==> config.mk <==
export PLATFORM = sky130hd
export DESIGN_NAME = id_stage
export DESIGN_NICKNAME = d
export VERILOG_FILES = /design/src/verilog/id_pkg.sv /design/src/verilog/id_decoder.sv /design/src/verilog/id_regfile.sv /design/src/verilog/id_operand_mux.sv /design/src/verilog/id_handshake_fsm.sv /design/src/verilog/id_stage.sv
export SDC_FILE = /design/constraint.sdc
export NUM_CORES = 2
export LEC_CHECK = 0
export ABC_AREA = 1
export BUFFER_PORTS_ARGS = -buffer_cell sky130_fd_sc_hd__buf_2
export CORE_ASPECT_RATIO = 1.1
export CORE_MARGIN = 5
export CORE_UTILIZATION = 30
export CTS_BUF_LIST = sky130_fd_sc_hd__clkbuf_4 sky130_fd_sc_hd__clkbuf_8
export DETAILED_ROUTE_END_ITERATION = 10
export SLEW_MARGIN = 30
export SYNTH_ARGS = -nofsm -noshare
export SYNTH_HDL_FRONTEND = slang
export SYNTH_SLANG_ARGS = --single-unit
==> constraint.sdc <==
create_clock -name clk_i -period 4.7 [get_ports clk_i]
set_input_delay 0.47 -clock clk_i [delete_from_list [all_inputs] [get_ports clk_i]]
set_output_delay 0.47 -clock clk_i [all_outputs]
set_load 0.005 [all_outputs]
==> src/verilog/id_pkg.sv <==
package id_pkg;

    parameter int NUM_REGS_DEFAULT = 32;

    typedef logic [31:0] word_t;
    typedef logic [31:0] inst_t;
    typedef logic [4:0]  reg_addr_t;

    // NOP has to stay at zero so an empty bundle reads as NOP
    typedef enum logic [5:0] {
        ALU_NOP,
        ALU_ADD, ALU_SUB, ALU_SLT, ALU_SLTU,
        ALU_XOR, ALU_OR, ALU_AND,
        ALU_SLL, ALU_SRL, ALU_SRA,
        ALU_LB, ALU_LH, ALU_LW, ALU_LBU, ALU_LHU,
        ALU_SB, ALU_SH, ALU_SW,
        ALU_BEQ, ALU_BNE, ALU_BLT, ALU_BGE, ALU_BLTU, ALU_BGEU,
        ALU_JAL, ALU_JALR, ALU_AUIPC
    } alu_op_e;

    typedef enum logic [2:0] {
        SEL_NOP,
        SEL_LOGIC,
        SEL_SHIFT,
        SEL_ARITH,
        SEL_LD_ST,
        SEL_JAL
    } alu_sel_e;

    typedef enum logic [1:0] {
        ST_IDLE,
        ST_DECODE,
        ST_ACK
    } fsm_state_e;

    localparam logic [6:0] OPC_OP_IMM = 7'b0010011;
    localparam logic [6:0] OPC_OP     = 7'b0110011;
    localparam logic [6:0] OPC_LOAD   = 7'b0000011;
    localparam logic [6:0] OPC_STORE  = 7'b0100011;
    localparam logic [6:0] OPC_BRANCH = 7'b1100011;
    localparam logic [6:0] OPC_JAL    = 7'b1101111;
    localparam logic [6:0] OPC_JALR   = 7'b1100111;
    localparam logic [6:0] OPC_LUI    = 7'b0110111;
    localparam logic [6:0] OPC_AUIPC  = 7'b0010111;

    // arithmetic and logic
    localparam logic [2:0] F3_ADD  = 3'b000;
    localparam logic [2:0] F3_SLL  = 3'b001;
    localparam logic [2:0] F3_SLT  = 3'b010;
    localparam logic [2:0] F3_SLTU = 3'b011;
    localparam logic [2:0] F3_XOR  = 3'b100;
    localparam logic [2:0] F3_SRL  = 3'b101;
    localparam logic [2:0] F3_OR   = 3'b110;
    localparam logic [2:0] F3_AND  = 3'b111;

    // memory access width
    localparam logic [2:0] F3_LB  = 3'b000;
    localparam logic [2:0] F3_LH  = 3'b001;
    localparam logic [2:0] F3_LW  = 3'b010;
    localparam logic [2:0] F3_LBU = 3'b100;
    localparam logic [2:0] F3_LHU = 3'b101;
    localparam logic [2:0] F3_SB  = 3'b000;
    localparam logic [2:0] F3_SH  = 3'b001;
    localparam logic [2:0] F3_SW  = 3'b010;

    // branch compare
    localparam logic [2:0] F3_BEQ  = 3'b000;
    localparam logic [2:0] F3_BNE  = 3'b001;
    localparam logic [2:0] F3_BLT  = 3'b100;
    localparam logic [2:0] F3_BGE  = 3'b101;
    localparam logic [2:0] F3_BLTU = 3'b110;
    localparam logic [2:0] F3_BGEU = 3'b111;

    localparam logic [6:0] F7_BASE = 7'b0000000;
    localparam logic [6:0] F7_ALT  = 7'b0100000;

    typedef struct packed {
        logic      wreg;
        reg_addr_t wd;
        word_t     wdata;
    } fwd_t;

    typedef struct packed {
        logic ld_flag;
        fwd_t fwd;
    } ex_fwd_t;

    typedef struct packed {
        logic      we;
        reg_addr_t addr;
        word_t     data;
    } wb_t;

    typedef struct packed {
        alu_op_e   aluop;
        alu_sel_e  alusel;
        reg_addr_t wd;
        logic      wreg;
        logic      reg1_read;
        logic      reg2_read;
        logic      b_flag;
        word_t     b_target;
    } dec_ctrl_t;

    typedef struct packed {
        word_t     pc;
        alu_op_e   aluop;
        alu_sel_e  alusel;
        reg_addr_t wd;
        logic      wreg;
        word_t     reg1;
        word_t     reg2;
        word_t     offset;
        logic      b_flag;
        word_t     b_target;
    } id_bundle_t;

endpackage

==> src/verilog/id_decoder.sv <==
`timescale 1ns/1ps

module id_decoder (
    input  id_pkg::inst_t     inst_i,
    input  id_pkg::word_t     pc_i,
    output id_pkg::dec_ctrl_t ctrl_o,
    output id_pkg::word_t     imm_o
);

    logic [6:0]        opcode;
    logic [2:0]        funct3;
    logic [6:0]        funct7;
    id_pkg::reg_addr_t rd;
    id_pkg::word_t     imm_i_w;
    id_pkg::word_t     imm_s_w;
    id_pkg::word_t     imm_b_w;
    id_pkg::word_t     imm_u_w;
    id_pkg::word_t     imm_j_w;
    id_pkg::word_t     shamt_w;

    id_pkg::alu_op_e   op;
    logic              rd1;
    logic              rd2;
    logic              wr;
    id_pkg::word_t     imm;

    assign opcode = inst_i[6:0];
    assign rd     = inst_i[11:7];
    assign funct3 = inst_i[14:12];
    assign funct7 = inst_i[31:25];

    assign imm_i_w = {{20{inst_i[31]}}, inst_i[31:20]};
    assign imm_s_w = {{20{inst_i[31]}}, inst_i[31:25], inst_i[11:7]};
    assign imm_b_w = {{20{inst_i[31]}}, inst_i[7], inst_i[30:25], inst_i[11:8], 1'b0};
    assign imm_u_w = {inst_i[31:12], 12'h000};
    assign imm_j_w = {{12{inst_i[31]}}, inst_i[19:12], inst_i[20], inst_i[30:21], 1'b0};
    // shift immediates carry only the 5-bit amount
    assign shamt_w = {27'd0, inst_i[24:20]};

    // result group follows from the operation alone
    function automatic id_pkg::alu_sel_e sel_of(id_pkg::alu_op_e op_v);
        case (op_v)
            id_pkg::ALU_ADD, id_pkg::ALU_SUB, id_pkg::ALU_SLT, id_pkg::ALU_SLTU,
            id_pkg::ALU_AUIPC:
                return id_pkg::SEL_ARITH;
            id_pkg::ALU_XOR, id_pkg::ALU_OR, id_pkg::ALU_AND:
                return id_pkg::SEL_LOGIC;
            id_pkg::ALU_SLL, id_pkg::ALU_SRL, id_pkg::ALU_SRA:
                return id_pkg::SEL_SHIFT;
            id_pkg::ALU_LB, id_pkg::ALU_LH, id_pkg::ALU_LW, id_pkg::ALU_LBU,
            id_pkg::ALU_LHU, id_pkg::ALU_SB, id_pkg::ALU_SH, id_pkg::ALU_SW:
                return id_pkg::SEL_LD_ST;
            id_pkg::ALU_JAL, id_pkg::ALU_JALR:
                return id_pkg::SEL_JAL;
            default:
                return id_pkg::SEL_NOP;
        endcase
    endfunction

    always_comb begin
        op  = id_pkg::ALU_NOP;
        rd1 = 1'b0;
        rd2 = 1'b0;
        wr  = 1'b0;
        imm = '0;
        case (opcode)
            id_pkg::OPC_OP_IMM: begin
                rd1 = 1'b1;
                wr  = 1'b1;
                imm = imm_i_w;
                case (funct3)
                    id_pkg::F3_ADD:  op = id_pkg::ALU_ADD;
                    id_pkg::F3_SLT:  op = id_pkg::ALU_SLT;
                    id_pkg::F3_SLTU: op = id_pkg::ALU_SLTU;
                    id_pkg::F3_XOR:  op = id_pkg::ALU_XOR;
                    id_pkg::F3_OR:   op = id_pkg::ALU_OR;
                    id_pkg::F3_AND:  op = id_pkg::ALU_AND;
                    id_pkg::F3_SLL: begin
                        imm = shamt_w;
                        if (funct7 == id_pkg::F7_BASE) begin
                            op = id_pkg::ALU_SLL;
                        end
                    end
                    default: begin
                        imm = shamt_w;
                        if (funct7 == id_pkg::F7_BASE) begin
                            op = id_pkg::ALU_SRL;
                        end else if (funct7 == id_pkg::F7_ALT) begin
                            op = id_pkg::ALU_SRA;
                        end
                    end
                endcase
            end
            id_pkg::OPC_OP: begin
                rd1 = 1'b1;
                rd2 = 1'b1;
                wr  = 1'b1;
                case (funct3)
                    id_pkg::F3_ADD: begin
                        if (funct7 == id_pkg::F7_BASE) begin
                            op = id_pkg::ALU_ADD;
                        end else if (funct7 == id_pkg::F7_ALT) begin
                            op = id_pkg::ALU_SUB;
                        end
                    end
                    id_pkg::F3_SLT:  op = id_pkg::ALU_SLT;
                    id_pkg::F3_SLTU: op = id_pkg::ALU_SLTU;
                    id_pkg::F3_XOR:  op = id_pkg::ALU_XOR;
                    id_pkg::F3_OR:   op = id_pkg::ALU_OR;
                    id_pkg::F3_AND:  op = id_pkg::ALU_AND;
                    id_pkg::F3_SLL:  op = id_pkg::ALU_SLL;
                    default: begin
                        if (funct7 == id_pkg::F7_BASE) begin
                            op = id_pkg::ALU_SRL;
                        end else if (funct7 == id_pkg::F7_ALT) begin
                            op = id_pkg::ALU_SRA;
                        end
                    end
                endcase
                // the alternate funct7 exists only for sub and sra
                if (funct7 != id_pkg::F7_BASE && !(funct7 == id_pkg::F7_ALT
                        && (funct3 == id_pkg::F3_ADD || funct3 == id_pkg::F3_SRL))) begin
                    op = id_pkg::ALU_NOP;
                end
            end
            id_pkg::OPC_LOAD: begin
                rd1 = 1'b1;
                wr  = 1'b1;
                imm = imm_i_w;
                case (funct3)
                    id_pkg::F3_LB:  op = id_pkg::ALU_LB;
                    id_pkg::F3_LH:  op = id_pkg::ALU_LH;
                    id_pkg::F3_LW:  op = id_pkg::ALU_LW;
                    id_pkg::F3_LBU: op = id_pkg::ALU_LBU;
                    id_pkg::F3_LHU: op = id_pkg::ALU_LHU;
                    default:        op = id_pkg::ALU_NOP;
                endcase
            end
            id_pkg::OPC_STORE: begin
                rd1 = 1'b1;
                rd2 = 1'b1;
                imm = imm_s_w;
                case (funct3)
                    id_pkg::F3_SB: op = id_pkg::ALU_SB;
                    id_pkg::F3_SH: op = id_pkg::ALU_SH;
                    id_pkg::F3_SW: op = id_pkg::ALU_SW;
                    default:       op = id_pkg::ALU_NOP;
                endcase
            end
            id_pkg::OPC_BRANCH: begin
                rd1 = 1'b1;
                rd2 = 1'b1;
                imm = imm_b_w;
                case (funct3)
                    id_pkg::F3_BEQ:  op = id_pkg::ALU_BEQ;
                    id_pkg::F3_BNE:  op = id_pkg::ALU_BNE;
                    id_pkg::F3_BLT:  op = id_pkg::ALU_BLT;
                    id_pkg::F3_BGE:  op = id_pkg::ALU_BGE;
                    id_pkg::F3_BLTU: op = id_pkg::ALU_BLTU;
                    id_pkg::F3_BGEU: op = id_pkg::ALU_BGEU;
                    default:         op = id_pkg::ALU_NOP;
                endcase
            end
            id_pkg::OPC_JAL: begin
                op  = id_pkg::ALU_JAL;
                wr  = 1'b1;
                imm = imm_j_w;
            end
            id_pkg::OPC_JALR: begin
                op  = id_pkg::ALU_JALR;
                rd1 = 1'b1;
                wr  = 1'b1;
                imm = imm_i_w;
            end
            id_pkg::OPC_LUI: begin
                // executed as an OR with the zero operand
                op  = id_pkg::ALU_OR;
                wr  = 1'b1;
                imm = imm_u_w;
            end
            id_pkg::OPC_AUIPC: begin
                op  = id_pkg::ALU_AUIPC;
                wr  = 1'b1;
                imm = imm_u_w;
            end
            default: begin
                op = id_pkg::ALU_NOP;
            end
        endcase
    end

    // anything left at NOP collapses to an empty bundle
    always_comb begin
        ctrl_o = '0;
        imm_o  = '0;
        if (op != id_pkg::ALU_NOP) begin
            ctrl_o.aluop     = op;
            ctrl_o.alusel    = sel_of(op);
            ctrl_o.wd        = rd;
            ctrl_o.wreg      = wr;
            ctrl_o.reg1_read = rd1;
            ctrl_o.reg2_read = rd2;
            imm_o            = imm;
            if (opcode == id_pkg::OPC_JAL) begin
                ctrl_o.b_flag   = 1'b1;
                ctrl_o.b_target = pc_i + imm;
            end
        end
    end

endmodule

==> src/verilog/id_regfile.sv <==
`timescale 1ns/1ps

module id_regfile #(
    parameter int NUM_REGS = id_pkg::NUM_REGS_DEFAULT
) (
    input  logic              clk_i,
    input  logic              arst_n_i,
    input  id_pkg::reg_addr_t rd_addr_a_i,
    input  id_pkg::reg_addr_t rd_addr_b_i,
    output id_pkg::word_t     rd_data_a_o,
    output id_pkg::word_t     rd_data_b_o,
    input  id_pkg::wb_t       wb_i
);

    id_pkg::word_t regs [NUM_REGS];

    // x0 and indices past the file both behave as x0
    function automatic logic is_live(id_pkg::reg_addr_t addr);
        return (addr != '0) && (int'(addr) < NUM_REGS);
    endfunction

    always_ff @(posedge clk_i or negedge arst_n_i) begin
        if (!arst_n_i) begin
            for (int i = 0; i < NUM_REGS; i++) begin
                regs[i] <= '0;
            end
        end else if (wb_i.we && is_live(wb_i.addr)) begin
            regs[wb_i.addr] <= wb_i.data;
        end
    end

    // write-first, a read of the written index sees the new data
    always_comb begin
        rd_data_a_o = '0;
        rd_data_b_o = '0;
        if (is_live(rd_addr_a_i)) begin
            rd_data_a_o = (wb_i.we && wb_i.addr == rd_addr_a_i) ? wb_i.data : regs[rd_addr_a_i];
        end
        if (is_live(rd_addr_b_i)) begin
            rd_data_b_o = (wb_i.we && wb_i.addr == rd_addr_b_i) ? wb_i.data : regs[rd_addr_b_i];
        end
    end

    a_x0_zero: assert property (@(posedge clk_i) disable iff (!arst_n_i)
        (rd_addr_a_i != '0 || rd_data_a_o == '0) && (rd_addr_b_i != '0 || rd_data_b_o == '0));

endmodule

==> src/verilog/id_operand_mux.sv <==
`timescale 1ns/1ps

module id_operand_mux (
    input  logic              read_i,
    input  id_pkg::reg_addr_t addr_i,
    input  id_pkg::word_t     imm_i,
    input  id_pkg::word_t     rf_data_i,
    input  id_pkg::ex_fwd_t   ex_fwd_i,
    input  id_pkg::fwd_t      mem_fwd_i,
    output id_pkg::reg_addr_t rf_addr_o,
    output id_pkg::word_t     operand_o,
    output logic              stall_o
);

    logic ex_hit;
    logic mem_hit;

    // address 0 is matched like any other index
    assign ex_hit  = (ex_fwd_i.fwd.wd == addr_i);
    assign mem_hit = mem_fwd_i.wreg && (mem_fwd_i.wd == addr_i);

    // park the read port on x0 when the operand is an immediate
    assign rf_addr_o = read_i ? addr_i : '0;

    always_comb begin
        stall_o   = 1'b0;
        operand_o = rf_data_i;
        if (!read_i) begin
            operand_o = imm_i;
        end else if (ex_fwd_i.ld_flag && ex_hit) begin
            // load data not back yet
            stall_o   = 1'b1;
            operand_o = '0;
        end else if (ex_fwd_i.fwd.wreg && ex_hit) begin
            operand_o = ex_fwd_i.fwd.wdata;
        end else if (mem_hit) begin
            operand_o = mem_fwd_i.wdata;
        end
    end

    a_stall_zero: assert #0 (!stall_o || operand_o == '0);

endmodule

==> src/verilog/id_handshake_fsm.sv <==
`timescale 1ns/1ps

module id_handshake_fsm (
    input  logic               clk_i,
    input  logic               arst_n_i,
    input  logic               req_i,
    input  id_pkg::word_t      pc_i,
    input  id_pkg::inst_t      inst_i,
    input  id_pkg::dec_ctrl_t  ctrl_i,
    input  id_pkg::word_t      imm_i,
    input  id_pkg::word_t      reg1_i,
    input  id_pkg::word_t      reg2_i,
    input  logic               stall_a_i,
    input  logic               stall_b_i,
    output id_pkg::inst_t      inst_o,
    output id_pkg::word_t      pc_o,
    output logic               ack_o,
    output id_pkg::id_bundle_t bundle_o,
    output logic               stall_o
);

    id_pkg::fsm_state_e state_q;
    id_pkg::fsm_state_e state_d;

    assign stall_o = (state_q == id_pkg::ST_DECODE) && (stall_a_i || stall_b_i);
    assign ack_o   = (state_q == id_pkg::ST_ACK);

    always_comb begin
        state_d = state_q;
        case (state_q)
            id_pkg::ST_IDLE:   if (req_i) state_d = id_pkg::ST_DECODE;
            id_pkg::ST_DECODE: if (!stall_o) state_d = id_pkg::ST_ACK;
            id_pkg::ST_ACK:    if (!req_i) state_d = id_pkg::ST_IDLE;
            default:           state_d = id_pkg::ST_IDLE;
        endcase
    end

    always_ff @(posedge clk_i or negedge arst_n_i) begin
        if (!arst_n_i) begin
            state_q <= id_pkg::ST_IDLE;
        end else begin
            state_q <= state_d;
        end
    end

    // latched copy drives the decoder, zero decodes as NOP
    always_ff @(posedge clk_i or negedge arst_n_i) begin
        if (!arst_n_i) begin
            inst_o <= '0;
            pc_o   <= '0;
        end else if (state_q == id_pkg::ST_IDLE && req_i) begin
            inst_o <= inst_i;
            pc_o   <= pc_i;
        end
    end

    always_ff @(posedge clk_i or negedge arst_n_i) begin
        if (!arst_n_i) begin
            bundle_o <= '0;
        end else if (state_q == id_pkg::ST_DECODE && !stall_o) begin
            bundle_o.pc       <= pc_o;
            bundle_o.aluop    <= ctrl_i.aluop;
            bundle_o.alusel   <= ctrl_i.alusel;
            bundle_o.wd       <= ctrl_i.wd;
            bundle_o.wreg     <= ctrl_i.wreg;
            bundle_o.reg1     <= reg1_i;
            bundle_o.reg2     <= reg2_i;
            bundle_o.offset   <= imm_i;
            bundle_o.b_flag   <= ctrl_i.b_flag;
            bundle_o.b_target <= ctrl_i.b_target;
        end
    end

    a_no_ack_on_stall: assert property (@(posedge clk_i) disable iff (!arst_n_i)
        stall_o |=> !ack_o);

endmodule

==> src/verilog/id_stage.sv <==
`timescale 1ns/1ps

module id_stage #(
    parameter int NUM_REGS = id_pkg::NUM_REGS_DEFAULT
) (
    input  logic               clk_i,
    input  logic               arst_n_i,
    input  logic               req_i,
    input  id_pkg::word_t      pc_i,
    input  id_pkg::inst_t      inst_i,
    input  id_pkg::ex_fwd_t    ex_fwd_i,
    input  id_pkg::fwd_t       mem_fwd_i,
    input  id_pkg::wb_t        wb_i,
    output logic               ack_o,
    output id_pkg::id_bundle_t bundle_o,
    output logic               id_stall_o
);

    id_pkg::inst_t     inst_q;
    id_pkg::word_t     pc_q;
    id_pkg::dec_ctrl_t ctrl;
    id_pkg::word_t     imm;
    id_pkg::reg_addr_t rf_addr_a;
    id_pkg::reg_addr_t rf_addr_b;
    id_pkg::word_t     rf_data_a;
    id_pkg::word_t     rf_data_b;
    id_pkg::word_t     reg1;
    id_pkg::word_t     reg2;
    logic              stall_a;
    logic              stall_b;

    id_decoder u_decoder (
        .inst_i (inst_q),
        .pc_i   (pc_q),
        .ctrl_o (ctrl),
        .imm_o  (imm)
    );

    id_regfile #(
        .NUM_REGS (NUM_REGS)
    ) u_regfile (
        .clk_i       (clk_i),
        .arst_n_i    (arst_n_i),
        .rd_addr_a_i (rf_addr_a),
        .rd_addr_b_i (rf_addr_b),
        .rd_data_a_o (rf_data_a),
        .rd_data_b_o (rf_data_b),
        .wb_i        (wb_i)
    );

    // rs1 and rs2 fields of the latched instruction
    id_operand_mux u_mux_a (
        .read_i    (ctrl.reg1_read),
        .addr_i    (inst_q[19:15]),
        .imm_i     (imm),
        .rf_data_i (rf_data_a),
        .ex_fwd_i  (ex_fwd_i),
        .mem_fwd_i (mem_fwd_i),
        .rf_addr_o (rf_addr_a),
        .operand_o (reg1),
        .stall_o   (stall_a)
    );

    id_operand_mux u_mux_b (
        .read_i    (ctrl.reg2_read),
        .addr_i    (inst_q[24:20]),
        .imm_i     (imm),
        .rf_data_i (rf_data_b),
        .ex_fwd_i  (ex_fwd_i),
        .mem_fwd_i (mem_fwd_i),
        .rf_addr_o (rf_addr_b),
        .operand_o (reg2),
        .stall_o   (stall_b)
    );

    id_handshake_fsm u_fsm (
        .clk_i     (clk_i),
        .arst_n_i  (arst_n_i),
        .req_i     (req_i),
        .pc_i      (pc_i),
        .inst_i    (inst_i),
        .ctrl_i    (ctrl),
        .imm_i     (imm),
        .reg1_i    (reg1),
        .reg2_i    (reg2),
        .stall_a_i (stall_a),
        .stall_b_i (stall_b),
        .inst_o    (inst_q),
        .pc_o      (pc_q),
        .ack_o     (ack_o),
        .bundle_o  (bundle_o),
        .stall_o   (id_stall_o)
    );

endmodule

==> qor.json <==
{
  "die_height_um": 523,
  "path_class": "flop to flop",
  "clock.fmax_ghz": 0.221,
  "max-slew-margin-rel_pct": 31.3,
  "clk_root_buffer_cell": "clkbuf_8",
  "post-dp-hpwl_mm": 207,
  "clk_pin_slew_ps": 70,
  "worst_hold_slack_ps": 67.5,
  "dp_worst_setup_slack_ps": -66.0,
  "hold_path_class": "input pin to flop",
  "ys_types": 52,
  "worst-slew-pin-transition_ps": 1030,
  "start_kind": "flop",
  "maxCapViolCount": 0,
  "synth.avg_cell_area_um2": 7.04,
  "avgRoutedWirePerCell_um": 24.7,
  "cell_area_after_placement_um2": 79100,
  "finalCritPeriodShare_pct": 96.4,
  "synth.cell_area_um2": 71900,
  "htree_num_levels": 4,
  "synth.largest_area_cell": "dfrtp_1",
  "grtUsageTotal_pct": 25.9,
  "global_route.usage.met2_pct": 38.3,
  "arrival_time_at_the_worst_endpoint_ps": 5420,
  "worstPathMaxFanout": 14,
  "grt_start_max_net_pins": 143,
  "cts_buffer_depth": 3,
  "vias_per_cell": 5.61,
  "finalWorstSetupSlack_ps": 170,
  "worst_path_max_delay_cell": "a2111oi_2",
  "floorplan.initialDensity_pct": 30.1,
  "design.portCount": 360,
  "critical_path.most_common_cell": "nand2_1",
  "finalHoldViolations": 0,
  "via_count": 77500,
  "timing.final.setup_violations": 0,
  "global_route.overflow_total": 0,
  "max_slew_vio_count": 0,
  "outcome": "completed",
  "worst-endpoint-required_ps": 5590,
  "postSynthNetCount": 10400,
  "timing.clock.skew_ps": 75.9,
  "nNetsFinal": 10700,
  "number_of_sinks_handled_by_clock_tree_synthesis": 1265,
  "post_synth_main_area_contributors": "dfrtp_1 (44%), nand2_1 (19%), nand3_1 (10%)",
  "yosysSeqAreaShare_pct": 44.0,
  "globalRouteMet1Util_pct": 33.9,
  "grt_first_pass_wirelength_mm": 491,
  "numCtsBuffers": 217,
  "total_leakage_power_nw": 41.2,
  "top_usage_layer": "met2",
  "antenna_found_initial": 29,
  "worst_setup_path_end_kind": "flop",
  "area_delta_synth_final_pct": 20.1,
  "synth_edf_count": 0,
  "floorplan_core_area_um2": 239000,
  "cts_tree": "done",
  "synth_flop_cell": "dfrtp_1",
  "rows": 188,
  "power-per-cell-area_nw_per_um2": 458,
  "final.min_clock_period_ps": 4530,
  "finalWeightedCongestion": 0.980,
  "peak_supply_drop_uv": 425,
  "port_buffers": 358,
  "layout-drive-gt1-share_pct": 13.8,
  "yosys_warnings": 0,
  "synth.ff_latch_count": 1265,
  "post_layout_util_pct": 36.2,
  "first_global_vias": 71600,
  "netlist_instances": 10200,
  "synth_largest_type_area_fraction_pct": 44.0,
  "final_design_area_no_fill_um2": 86300,
  "drt_wl_total_mm": 341,
  "ant_nets": 0,
  "grt.met3_usage_pct": 6.17,
  "drc_markers": 0,
  "clk_latency_ps": 1010,
  "async_reset_ff_share_pct": 100,
  "chipWidth_um": 477,
  "filler_cell_count": 25300,
  "detailedRoute.firstIterationViolations": 11600,
  "drt-pass1-iter-count": 9,
  "design.die.area_um2": 249000,
  "slowest_delay_ps": 400
}
## cells in the mapped netlist (25+ instances only)
| master | count |
|---|---|
| nand2_1 | 3563 |
| nand3_1 | 1496 |
| dfrtp_1 | 1265 |
| o21ai_0 | 956 |
| clkbuf_1 | 613 |
| a21oi_1 | 534 |
| nor2_1 | 464 |
| nand4_1 | 318 |
| inv_1 | 278 |
| buf_2 | 206 |
| or2_2 | 64 |
| a21boi_1 | 62 |
| buf_1 | 57 |
| o211ai_1 | 45 |
| mux2_2 | 38 |
| ha_1 | 36 |
| buf_4 | 30 |
| nor3_1 | 25 |
## critical path, delay by kind of cell, from the launching register on
family	cells	cell delay, ps
buffers and inverters	9	1290
and+or+nand+nor	15	1970
adders and majority gates	1	190
DFF	1	380
AOI/OAI and AO/OA	3	570
## metal layers
| layer | routed length (µm) | share of wire [%] |
|---|---|---|
| met5 | 45 | 0.013 |
| met3 | 37800 | 11 |
| met2 | 145000 | 42 |
| met4 | 25700 | 7.5 |
| met1 | 133000 | 39 |
## flip-flops by register name, summed over array words and instances, names as in the netlist
register,flops
u_regfile.regs,1024
u_fsm.bundle_o,175
u_fsm.inst_o,32
u_fsm.pc_o,32
u_fsm.state_q,2
## per-stage QoR
stage	instances	setup TNS [ps]	total power, mW
after floorplan	10200	0	22.6
after global placement	13200	-27.2	27.6
after detailed placement	13200	-117	27.8
after CTS	13800	0	39.0
after global routing	13800	-18.5	41.5
final	13800	0	39.6
## what timing repair did
action,CTS,global route
endpoints found under the setup margin,10,75
gates resized for setup,6,76
pin swaps,0,4
gates cloned,0,15
endpoints found under the hold margin,263,0
setup buffers,2,24
hold buffers,142,0
## where the power goes
group          switching (mW)  internal [mW]
Clock                    5.08           6.09
Sequential               2.24           13.3
Combinational            8.38           4.44
Total                    15.7           23.8
## layout make-up
| type | count | area (µm²) | share of cell area (%) |
|---|---|---|---|
| clock inverter | 39 | 323 | 0.374 |
| antenna | 24 | 60.1 | 0.0696 |
| timing repair buffer | 962 | 8720 | 10.1 |
| clock buffer | 358 | 4490 | 5.20 |
| multi-input combinational | 7731 | 36000 | 41.6 |
| tap | 3135 | 3920 | 4.54 |
| sequential | 1265 | 31700 | 36.7 |
| inverter | 303 | 1210 | 1.40 |
## layout by cell type, fill, tap and decap left out, types with 250 or more instances in the layout
master    instances
nand4_1         318
clkbuf_8        288
inv_1           250
nand3_1        1485
nand2_1        3526
a21oi_1         533
buf_4           301
buf_2           357
o21ai_0         950
dfrtp_1        1262
nor2_1          449
## cells by family (layout without fill, tap and decap cells)
| logic type | after synthesis | in the layout | synth area share (%) |
|---|---|---|---|
| buffers and inverters | 1210 | 1662 | 6.84 |
| other | 1 | 25 | 0.00522 |
| DFF | 1265 | 1265 | 44.0 |
| muxes | 38 | 38 | 0.595 |
| and+or+nand+nor | 5955 | 5955 | 35.3 |
| AOI/OAI and AO/OA | 1667 | 1667 | 12.2 |
| adders and majority gates | 37 | 37 | 0.655 |
| xor gates and xnor gates | 33 | 33 | 0.402 |
## final timing paths
| check | slack, ps | cells after the start | endpoint | startpoint |
|---|---|---|---|---|
| hold reg to reg | 400 | 0 | u_regfile.regs[1005]$_DFFE_PN0P_ | u_regfile.regs[1005]$_DFFE_PN0P_ |
| hold / removal | 70 | 7 | u_fsm.bundle_o[81]$_DFFE_PN0P_ | wb_i[16] |
| setup reg to reg | 170 | 28 | u_fsm.bundle_o[72]$_DFFE_PN0P_ | u_fsm.inst_o[1]$_DFFE_PN0P_ |
| setup / recovery | 170 | 28 | u_fsm.bundle_o[72]$_DFFE_PN0P_ | u_fsm.inst_o[1]$_DFFE_PN0P_ |
| min in group asynchronous | 210 | 2 | u_fsm.bundle_o[156]$_DFFE_PN0P_ | arst_n_i |
| max in group asynchronous | 3250 | 3 | u_regfile.regs[19]$_DFFE_PN0P_ | arst_n_i |
No activity file was read; power rests on OpenSTA's default activity.
